===== src/ls_pkg.sv =====
package ls_pkg;

    // datapath and tag widths
    localparam int data_width = 32;
    localparam int tag_width  = 4;

    // tag 0 means the value is already present
    localparam logic [tag_width-1:0] tag_free = '0;

    // load/store buffer geometry
    localparam int buf_size = 4;
    localparam int buf_sel  = 2;

    // data memory geometry, word organised
    localparam int mem_words = 256;
    localparam int mem_sel   = 8;

    typedef enum logic [2:0] {
        op_nop = 3'd0,
        op_lw  = 3'd1,
        op_lb  = 3'd2,
        op_lbu = 3'd3,
        op_sw  = 3'd4,
        op_sb  = 3'd5
    } ls_op_e;

    // result broadcast, alu or memory
    typedef struct packed {
        logic                  en;
        logic [tag_width-1:0]  tag;
        logic [data_width-1:0] data;
    } cdb_t;

    // one operation as handed over by the decoder
    // stores carry dest == tag_free
    typedef struct packed {
        ls_op_e                op;
        logic [tag_width-1:0]  dest;
        logic [data_width-1:0] base;
        logic [tag_width-1:0]  base_tag;
        logic [data_width-1:0] src;
        logic [tag_width-1:0]  src_tag;
        logic [data_width-1:0] imm;
    } ls_alloc_t;

    // operation sent to the execution unit, operands resolved
    typedef struct packed {
        ls_op_e                op;
        logic [data_width-1:0] base;
        logic [data_width-1:0] imm;
        logic [data_width-1:0] src;
        logic [tag_width-1:0]  dest;
    } ls_issue_t;

    // word request to the data memory
    typedef struct packed {
        logic [mem_sel-1:0]    idx;
        logic [3:0]            we;
        logic [data_width-1:0] wdata;
    } mem_req_t;

endpackage


===== src/ls_exec.sv =====
`timescale 1ns/1ps

module ls_exec (
    input  logic                          clk,
    input  logic                          rst,
    input  logic                          rdy,
    input  logic                          issue_en,
    input  ls_pkg::ls_issue_t             issue,
    output logic                          exec_idle,
    output ls_pkg::mem_req_t              mem_req,
    output logic                          mem_rd_en,
    input  logic [ls_pkg::data_width-1:0] rd_data,
    output ls_pkg::cdb_t                  mem_cdb
);

    typedef enum logic {
        st_idle,
        st_load_wb
    } state_e;

    state_e                          state;
    logic [ls_pkg::data_width-1:0]   addr;
    logic [1:0]                      lane;
    logic                            is_load;
    logic                            is_store;

    // held for the write back cycle
    ls_pkg::ls_op_e                  ld_op;
    logic [ls_pkg::tag_width-1:0]    ld_dest;
    logic [1:0]                      ld_lane;
    logic [7:0]                      ld_byte;

    assign addr     = issue.base + issue.imm;
    assign lane     = addr[1:0];
    assign is_load  = issue.op inside {ls_pkg::op_lw, ls_pkg::op_lb, ls_pkg::op_lbu};
    assign is_store = issue.op inside {ls_pkg::op_sw, ls_pkg::op_sb};

    assign exec_idle = (state == st_idle) && !issue_en;

    // memory request in the issue_en cycle
    always_comb begin
        mem_req.idx   = addr[ls_pkg::mem_sel+1:2];
        mem_req.we    = '0;
        mem_req.wdata = issue.src;
        mem_rd_en     = rdy && issue_en && is_load;
        if (rdy && issue_en && is_store) begin
            if (issue.op == ls_pkg::op_sb) begin
                mem_req.we    = 4'b0001 << lane;
                mem_req.wdata = {4{issue.src[7:0]}};
            end else begin
                // word store, low address bits ignored
                mem_req.we = 4'b1111;
            end
        end
    end

    always_ff @(posedge clk or posedge rst) begin
        if (rst) begin
            state <= st_idle;
        end else if (rdy) begin
            case (state)
                st_idle: begin
                    if (issue_en && is_load) begin
                        state <= st_load_wb;
                    end
                end
                st_load_wb: state <= st_idle;
                default:    state <= st_idle;
            endcase
        end
    end

    always_ff @(posedge clk) begin
        if (rdy && issue_en && is_load) begin
            ld_op   <= issue.op;
            ld_dest <= issue.dest;
            ld_lane <= lane;
        end
    end

    assign ld_byte = rd_data[{ld_lane, 3'b000} +: 8];

    // load result broadcast
    always_comb begin
        mem_cdb.en  = (state == st_load_wb);
        mem_cdb.tag = ld_dest;
        case (ld_op)
            ls_pkg::op_lb:  mem_cdb.data = {{24{ld_byte[7]}}, ld_byte};
            ls_pkg::op_lbu: mem_cdb.data = {24'b0, ld_byte};
            default:        mem_cdb.data = rd_data;
        endcase
    end

endmodule


===== config.mk =====
export PLATFORM = sky130hd
export DESIGN_NAME = ls_exec
export DESIGN_NICKNAME = d
export VERILOG_FILES = /design/src/ls_pkg.sv /design/src/ls_exec.sv
export SDC_FILE = /design/constraint.sdc
export NUM_CORES = 1
export LEC_CHECK = 0
export ABC_AREA = 0
export BUFFER_PORTS_ARGS = -buffer_cell sky130_fd_sc_hd__buf_2
export CORE_AREA = 3 3 84 86
export CTS_BUF_LIST = sky130_fd_sc_hd__clkbuf_4 sky130_fd_sc_hd__clkbuf_8
export DETAILED_ROUTE_END_ITERATION = 16
export DIE_AREA = 0 0 87 89
export PLACE_DENSITY = 0.71
export SLEW_MARGIN = 20
export SYNTH_ARGS = -nofsm -noshare
export SYNTH_HDL_FRONTEND = slang
export SYNTH_SLANG_ARGS = --single-unit

===== constraint.sdc =====
create_clock -name clk -period 2.13 [get_ports clk]
set_input_delay 0.213 -clock clk [delete_from_list [all_inputs] [get_ports clk]]
set_output_delay 0.213 -clock clk [all_outputs]
set_load 0.01 [all_outputs]

==> impl_metrics.ini, run 1 <==
[layout]
multi_input_area_um2 = 1330
finish.instance_area_um2 = 2740
antennaDiodeCount = 0
nFillCells = 644
fin_cells = 463
design.final.nets = 536
regArea_um2 = 295
syn2layout_area_growth_pct = 50.5
drive_above_1_share_pct = 60.9

[detailed_routing]
vias_after_detailed_routing = 2202
drt-total-wl_um = 5900
routed_via_density = 4.76
antenna_violating_nets_post_route = 0
wl_per_cell_um = 12.7
detail_route.first_pass.iterations = 5
detail_route.iter0.violations = 56
drc = 0

[power]
total_leakage_power_nw = 1.53
pwr_density_cell_nw_per_um2 = 375
ir_drop_mv = 0.155
p_total_w = 0.00103

[synthesis]
synth_top_cells_by_area = mux2_2 (19%), edfxtp_1 (15%), nand2_1 (11%), buf_4 (7.0%), ha_1 (6.2%)
seq_area_frac_synth_pct = 16.2
synth_fp_nets = 374
synthDistinctLibCells = 40
yosys_register_bits = 10
postSynth.topFlopCell = edfxtp_1
synth_top_area_share_pct = 19.2
syn_inst = 225
synth-edff-count = 9
synth-async-reset-ratio_pct = 10.0
syn_avg_cell_area_um2 = 8.09
synth.largest_area_cell = mux2_2
syn_area_um2 = 1820
synth.yosys.warnings = 0

[global_routing]
grt_pass1_wl_um = 8390
grt_antenna_before_repair = 0
grt_overflow_total = 0
first_global_vias = 1887
grt_start_max_net_pins = 33
grt.total_usage_pct = 13.3

[floorplanning]
ios = 222
std_cell_rows = 29
die_w_um = 87
floorplan.die_area_um2 = 7740
initial_core_util_pct = 28.7
core_box_area_um2 = 6350
fp.dieH_um = 89

[status]
outcome = finished, final reports clean

[placed_design]
placed_cells = 457
place_congestion = 0.844
io_buffers = 177
placed_area_um2 = 2650
hpwl_reported_at_the_end_of_detailed_placement_um = 5150

[clock_tree]
clock_tree.buffer_depth = 2
clock_sink_count = 10
clk_pin_slew_ns = 0.05
cts_buffers = 3
cts.root.buffer_cell = clkbuf_8
clock_insertion_delay_worst_skew_ns = 0.23
cts_max_level = 1
tritoncts = yes

[critical_path]
criticalPathCategory = input pin to output port
crit-reg2reg-launch = state
rrSetupSlack_ns = 1.39
regToRegEndpoint = state
crit_fanout = 2
worstSetupEndpointType = output port
rr_worst_depth = 1
critPathArrivalTime_ns = 1.91
required_ns = 1.92
start_kind = input pin

[sta]
fin_crit_ns = 2.12
period_share_pct = 99.6
setup_viol = 0
worst_slew_pin_slew_ns = 0.523
clock-skew-final_ns = 0
slew_violations = 0
report.final.hold_viol_count = 0
unrepaired_setup_endpoints_after_global_routing = yes
fmax_mhz = 471
slew-limit-headroom_pct = 65.0

[run]
cap_violations = 0

[hold_path]
hold_path.startpoint = issue[1]
min_to = ld_dest[1]
min_delay_path_depth = 1
worst_hold_path_type = input pin to flop
==> cells by family after synthesis <==
logic type	synth area share, %
and+or+nand+nor	24.5
AOI/OAI and AO/OA	15.3
buffers and inverters	12.5
muxes	20.4
adders and majority gates	7.29
DFF	16.2
xor gates and xnor gates	3.85
==> routing by layer <==
layer  global-route usage (%)  wire length, µm  vias to the layer above
li1                         -                -                     1100
met1                     14.3             2100                      959
met2                     26.6             3050                      139
met3                     2.12              705                        4
met4                     3.82               45                        0
met5                        0                0                        -
==> power by group <==
part	switching [W]	leakage (nW)	total, W	internal (W)
registers	0.00000438	0.0956	0.000230	0.000226
clock network	0.0000670	0.0262	0.000210	0.000143
logic	0.000297	1.40	0.000588	0.000290
==> synthesized netlist by cell type (4+ instances only) <==
cell type / count
a21oi_1: 6
nor2b_1: 8
edfxtp_1: 9
clkbuf_1: 6
nand2b_1: 4
ha_1: 9
buf_4: 17
o21ai_0: 7
nand2_1: 55
nor2_1: 9
a31oi_1: 7
xnor2_1: 4
mux2_2: 31
a22oi_1: 7
xor2_1: 4
buf_6: 5
==> state kept, by name (all words and copies together), names as in the netlist <==
register  flops
ld_dest       4
ld_lane       2
state         1
ld_op         3
==> placed cells by master, fill, tap and decap left out, types with 2 or more instances in the layout <==
cell type | Yosys | final
edfxtp_1 | 9 | 9
buf_2 | 2 | 177
nor2_1 | 9 | 9
inv_1 | 3 | 3
and2_1 | 2 | 2
nor3_2 | 2 | 2
ha_1 | 9 | 8
nor3_1 | 3 | 3
nor2b_1 | 8 | 8
nand2_1 | 55 | 55
xor2_1 | 4 | 4
nand3_1 | 3 | 3
a21oi_1 | 6 | 5
and3_4 | 2 | 2
nand2b_1 | 4 | 4
clkbuf_8 | 0 | 3
a22oi_1 | 7 | 7
a31oi_1 | 7 | 7
or3_1 | 2 | 2
mux2_2 | 31 | 31
buf_4 | 17 | 9
xnor2_1 | 4 | 4
o211ai_1 | 3 | 3
o21ai_0 | 7 | 7
==> metrics by stage <==
step	hold WS [ns]	setup WS [ns]	TNS [ns]	utilization, %
2_1_floorplan	-0.0583	0.222	0	-
3_3_place_gp	0.0482	-0.0320	-0.0320	41.7
3_5_place_dp	0.0481	-0.0800	-0.0800	41.7
4_1_cts	0.150	0.00671	0	42.7
5_1_grt	0.142	-0.0349	-0.0349	43.2
6_report	0.155	0.00861	0	43.2
==> worst max-delay path, stage by stage <==
cell and delay [ns]:
buf_2 0.12, ha_4 0.16, fa_2 0.37, a21oi_2 0.18, o211ai_1 0.15, o41ai_2 0.42
xnor2_1 0.16, buf_2 0.15
==> worst max-delay path by stage <==
stage | from | endpoint | slack [ns]
6_report | issue[68] | mem_req[42] | 0.009
5_1_grt | issue[68] | mem_req[42] | -0.03
4_1_cts | issue[36] | mem_req[42] | 0.007
3_5_place_dp | issue[36] | mem_req[42] | -0.08
3_3_place_gp | issue[36] | mem_req[42] | -0.03
2_1_floorplan | issue[36] | mem_req[42] | 0.22
==> repair_timing <==
item | CTS | global route
resized for setup | 1 | 5
setup endpoints to repair | 1 | 3
pin swaps | 0 | 5
setup buffers | 0 | 1
hold buffers | 1 | 0
endpoints found under the hold margin | 1 | 0
==> layout make-up <==
class | count | area share (%)
Tap cell | 77 | 3.52
Timing Repair Buffer | 187 | 35.2
Sequential cell | 10 | 10.8
Multi-Input combinational cell | 182 | 48.4
Clock buffer | 4 | 1.78
Inverter | 3 | 0.411
(Power assumes the default switching activity.)
==> run 2, diff against run 1 <==
Settings changed: CORE_AREA 3 3 84 86 to 3 3 86 88, DIE_AREA 0 0 87 89 to 0 0 89 91, PLACE_DENSITY 0.71 to 0.68.
Clock period 2.13 ns to 2.5 ns, I/O delays scaled along.
==> run 2 against run 1 <==
Against the previous run:
- global-route usage shrank 0.41 points
- critical path depth is the same
- first-iteration DRC count shrank 59%
- largest cell class unchanged
- count of clock-buffer cells in the layout is the same
- clock skew is the same
==> impl_metrics.ini, run 2 (same netlist as run 1, synthesis figures left out) <==
[sta]
fin_worst_hold_slack_ns = 0.195
slew_violations = 0
fin_crit_ns = 2.27
period_share_pct = 90.9
worst_slew_pin_slew_ns = 0.556
fmax_mhz = 440
timing.setup.tns_ns = 0
clock-skew-final_ns = 0
setup_viol = 0
report.final.hold_viol_count = 0
slew-limit-headroom_pct = 62.9
unrepaired_setup_endpoints_after_global_routing = no

[clock_tree]
clock_tree.buffer_depth = 2
clk_pin_slew_ns = 0.05
post_cts.resized_instances = 0
clock_insertion_delay_worst_skew_ns = 0.23
clock_sink_count = 10
tritoncts = yes
cts.root.buffer_cell = clkbuf_8
post_cts_hold_buffer_count = 1
cts_buffers = 3
cts_max_level = 1
post_cts_buffers = 0

[critical_path]
crit_fanout = 2
worstSetupEndpointType = output port
critPathArrivalTime_ns = 2.02
criticalPathCategory = input pin to output port
timing.critical_path.mode_cell = buf_2
timing.critical_path.cells = buf_2 > ha_1 > fa_1 > a21oi_1 > o211ai_1 > o41ai_1 > xnor2_1 > buf_2
start_kind = input pin
critPathMaxStageDelay_ns = 0.41
timing.critical_path.slowest_stage_cell = fa_1
required_ns = 2.25

[global_routing]
first_global_vias = 1936
grt_pass1_wl_um = 8660
grt_start_max_net_pins = 33
grt.total_usage_pct = 12.9
grt_overflow_total = 0
grt_antenna_before_repair = 0

[detailed_routing]
sum_of_met2_wire_segment_lengths_after_detailed_routing_um = 2890
routed_via_density = 4.74
detail_route.iter0.violations = 23
drc = 0
vias_after_detailed_routing = 2185
drt-met1-wl_um = 2120
dr.max_layer_used = met4
wl_met3_um = 705
drt-total-wl_um = 5820
detail_route.first_pass.iterations = 4
wl_per_cell_um = 12.6
antenna_violating_nets_post_route = 0

[floorplanning]
die_w_um = 89
floorplan.die_area_um2 = 8100
initial_core_util_pct = 27.1
fp.dieH_um = 91
std_cell_rows = 30
core_box_area_um2 = 6720
ios = 222

[layout]
syn2layout_area_growth_pct = 47.5
layout_common_cells = buf_2 (177), nand2_1 (55), mux2_2 (31)
regArea_um2 = 295
antennaDiodeCount = 0
drive_above_1_share_pct = 59.3
largest_reg_flops = 4
multi_input_area_um2 = 1300
nFillCells = 681
biggestRegsByFlops = ld_dest: 4 flops, ld_op: 3 flops, ld_lane: 2 flops
mostFrequentLayoutCell = buf_2
finish.utilization_pct = 40.0
largest_register = ld_dest
design.final.nets = 531

[placed_design]
place_congestion = 0.810
io_buffers = 177
hpwl_reported_at_the_end_of_detailed_placement_um = 5140

[power]
ir_drop_mv = 0.132
pwr_density_cell_nw_per_um2 = 326
total_leakage_power_nw = 1.50

[run]
cap_violations = 0

[status]
outcome = finished, final reports clean

[hold_path]
worst_hold_path_type = input pin to flop
==> run 2: final timing paths <==
check                      slack (ns)  cells past startpoint     endpoint  startpoint
max                              0.23                      8  mem_req[42]   issue[36]
min                              0.20                      1   ld_dest[2]    issue[2]
max reg2reg                      1.78                      1        state       state
min reg2reg                      0.51                      1        state       state
max in group asynchronous        2.01                      3        state         rst
min in group asynchronous        0.40                      3        state         rst
==> run 2: routing by layer <==
metal | vias up | GRT usage, %
met5 | - | 0
met4 | 0 | 4.34
met3 | 8 | 2.27
met2 | 143 | 25.0
met1 | 944 | 13.5
li1 | 1090 | -
==> run 2: power by group <==
part / switching (W) / internal, W / leakage, nW / total (W)
logic: 0.000245 / 0.000235 / 1.38 / 0.000480
clock network: 0.0000557 / 0.000138 / 0.0288 / 0.000193
registers: 0.00000835 / 0.000193 / 0.0956 / 0.000201
total: 0.000309 / 0.000565 / 1.50 / 0.000874
==> run 2: area by class of cell <==
type | count | share of cell area [%]
clock buffers | 4 | 2.05
flip-flops and latches | 10 | 11.0
inverters | 3 | 0.419
well taps | 80 | 3.73
repair buffers | 182 | 34.5
multi-input cells | 182 | 48.3
==> run 2: per-stage QoR <==
step | setup slack (ns) | power, W | std cells | area, µm²
final | 0.229 | 0.000874 | 461 | 2690
after global routing | 0.0938 | 0.000937 | 461 | 2690
after CTS | 0.227 | 0.000884 | 461 | 2690
after detailed placement | 0.218 | 0.000684 | 456 | 2620
after global placement | 0.251 | 0.000676 | 456 | 2620
after floorplan | 0.518 | 0.000516 | 225 | 1820
==> run 2: critical path, delay by kind of cell <==
family	cells	cell delay [ns]
buf+inv	2	0.25
xor+xnor	1	0.16
fa+ha+maj	2	0.62
compound gates	3	0.73
==> run 3, diff against run 2 <==
Settings changed: CORE_AREA 3 3 86 88 to 3 3 85 87, DIE_AREA 0 0 89 91 to 0 0 88 90, PLACE_DENSITY 0.68 to 0.69.
==> run 3 against run 2 <==
Against the previous run:
- flip-flop and latch count unchanged
- first-iteration DRC count up 130%
- fmax up 1.2%
- cell area down 0.42%
- register-to-register slack worse by 0.06 ns
- combinational power down 0.8%
- core utilization up 1.7 points
- worst hold slack better by 0.00052 ns
==> impl_metrics.ini, run 3 (same netlist as run 1, synthesis figures left out) <==
[floorplanning]
floorplan.die_area_um2 = 7920
ios = 222
initial_core_util_pct = 28.3
std_cell_rows = 29
die_w_um = 88
fp.dieH_um = 90
core_box_area_um2 = 6420

[sta]
slew-limit-headroom_pct = 51.0
fmax_mhz = 446
unrepaired_setup_endpoints_after_global_routing = no
slew_violations = 0
fin_worst_hold_slack_ns = 0.196
final_critical_path_setup_slack_ns = 0.256
setup_viol = 0
timing.setup.tns_ns = 0
worst_slew_pin_slew_ns = 0.733
fin_crit_ns = 2.24
clock-skew-final_ns = 0
period_share_pct = 89.8
report.final.hold_viol_count = 0

[layout]
multi_input_area_um2 = 1300
regArea_um2 = 295
antennaDiodeCount = 0
biggestRegsByFlops = ld_dest: 4 flops, ld_op: 3 flops, ld_lane: 2 flops
syn2layout_area_growth_pct = 46.9
mostFrequentLayoutCell = buf_2
fin_cells = 457
largest_reg_flops = 4
largest_register = ld_dest
design.final.nets = 530
layout_common_cells = buf_2 (177), nand2_1 (55), mux2_2 (31)
drive_above_1_share_pct = 59.2
nFillCells = 636

[global_routing]
gr-usage-met2_pct = 27.2
grt_use_met1_pct = 13.3
grt.total_usage_pct = 13.2
first_global_vias = 2063
met3_usage_pct = 1.65
grt_start_max_net_pins = 34
top_usage_layer = met2
grt_overflow_total = 0
grt_pass1_wl_um = 8860
grt_antenna_before_repair = 0

[detailed_routing]
antenna_violating_nets_post_route = 0
detail_route.first_pass.iterations = 4
vias_after_detailed_routing = 2138
drt-total-wl_um = 5850
routed_via_density = 4.68
wl_per_cell_um = 12.8
drc = 0
detail_route.iter0.violations = 54

[clock_tree]
cts.root.buffer_cell = clkbuf_8
clock_tree.buffer_depth = 2
post_cts_hold_buffer_count = 1
tritoncts = yes
clock_insertion_delay_worst_skew_ns = 0.23
cts_max_level = 1
post_cts.resized_instances = 0
cts_buffers = 3
clock_sink_count = 10
clk_pin_slew_ns = 0.05
post_cts_buffers = 0

[hold_path]
worst_hold_path_type = input pin to flop

[power]
ir_drop_mv = 0.171
total_leakage_power_nw = 1.50
pwr_density_cell_nw_per_um2 = 325
p_total_w = 0.000870

[critical_path]
critPathArrivalTime_ns = 1.99
rrSetupSlack_ns = 1.72
criticalPathCategory = input pin to output port
required_ns = 2.25
start_kind = input pin
worstSetupEndpointType = output port
crit_fanout = 2

[placed_design]
placed_cells = 452
hpwl_reported_at_the_end_of_detailed_placement_um = 5110
pre_cts_ws_ns = 0.248
io_buffers = 177
place_congestion = 0.809

[run]
cap_violations = 0

[status]
outcome = finished, final reports clean
-- run 3: path summary, 6_finish.rpt --
kind	from	cells after the start	end
worst min register to register	state	1	state
max in group asynchronous	rst	3	state
worst max register to register	state	1	state
worst max-delay path	issue[36]	8	mem_req[42]
worst min-delay path	issue[0]	1	ld_dest[0]
min in group asynchronous	rst	3	state
-- run 3: power by group --
| part | switching (W) | total (W) | internal [W] | leakage (nW) |
|---|---|---|---|---|
| clock | 0.0000553 | 0.000193 | 0.000138 | 0.0288 |
| combinational | 0.000242 | 0.000476 | 0.000234 | 1.37 |
| sequential | 0.00000806 | 0.000201 | 0.000193 | 0.0956 |
-- run 3: worst max-delay path, cell delays in order --
cell,delay (ns)
buf_2,0.10
ha_1,0.21
fa_1,0.40
a21oi_1,0.22
o211ai_1,0.15
o41ai_1,0.33
xnor2_1,0.17
buf_2,0.16
-- run 3: cell type report --
class,count,share of cell area [%]
well taps,77,3.60
clock buffers,4,2.06
multi-input cells,182,48.5
inverters,3,0.421
repair buffers,181,34.3
flip-flops and latches,10,11.0
-- run 3: metrics by stage --
stage                     utilization [%]  area, µm²
after floorplan                         -       1820
after global placement               40.6       2610
after detailed placement             40.6       2610
after CTS                            41.6       2670
after global routing                 41.6       2670
final                                41.6       2670
-- run 3: metal layers --
| metal | share of wire [%] | vias up |
|---|---|---|
| li1 | - | 1087 |
| met1 | 38 | 918 |
| met5 | 0 | - |
| met4 | 1.1 | 0 |
| met2 | 51 | 127 |
| met3 | 9.7 | 6 |
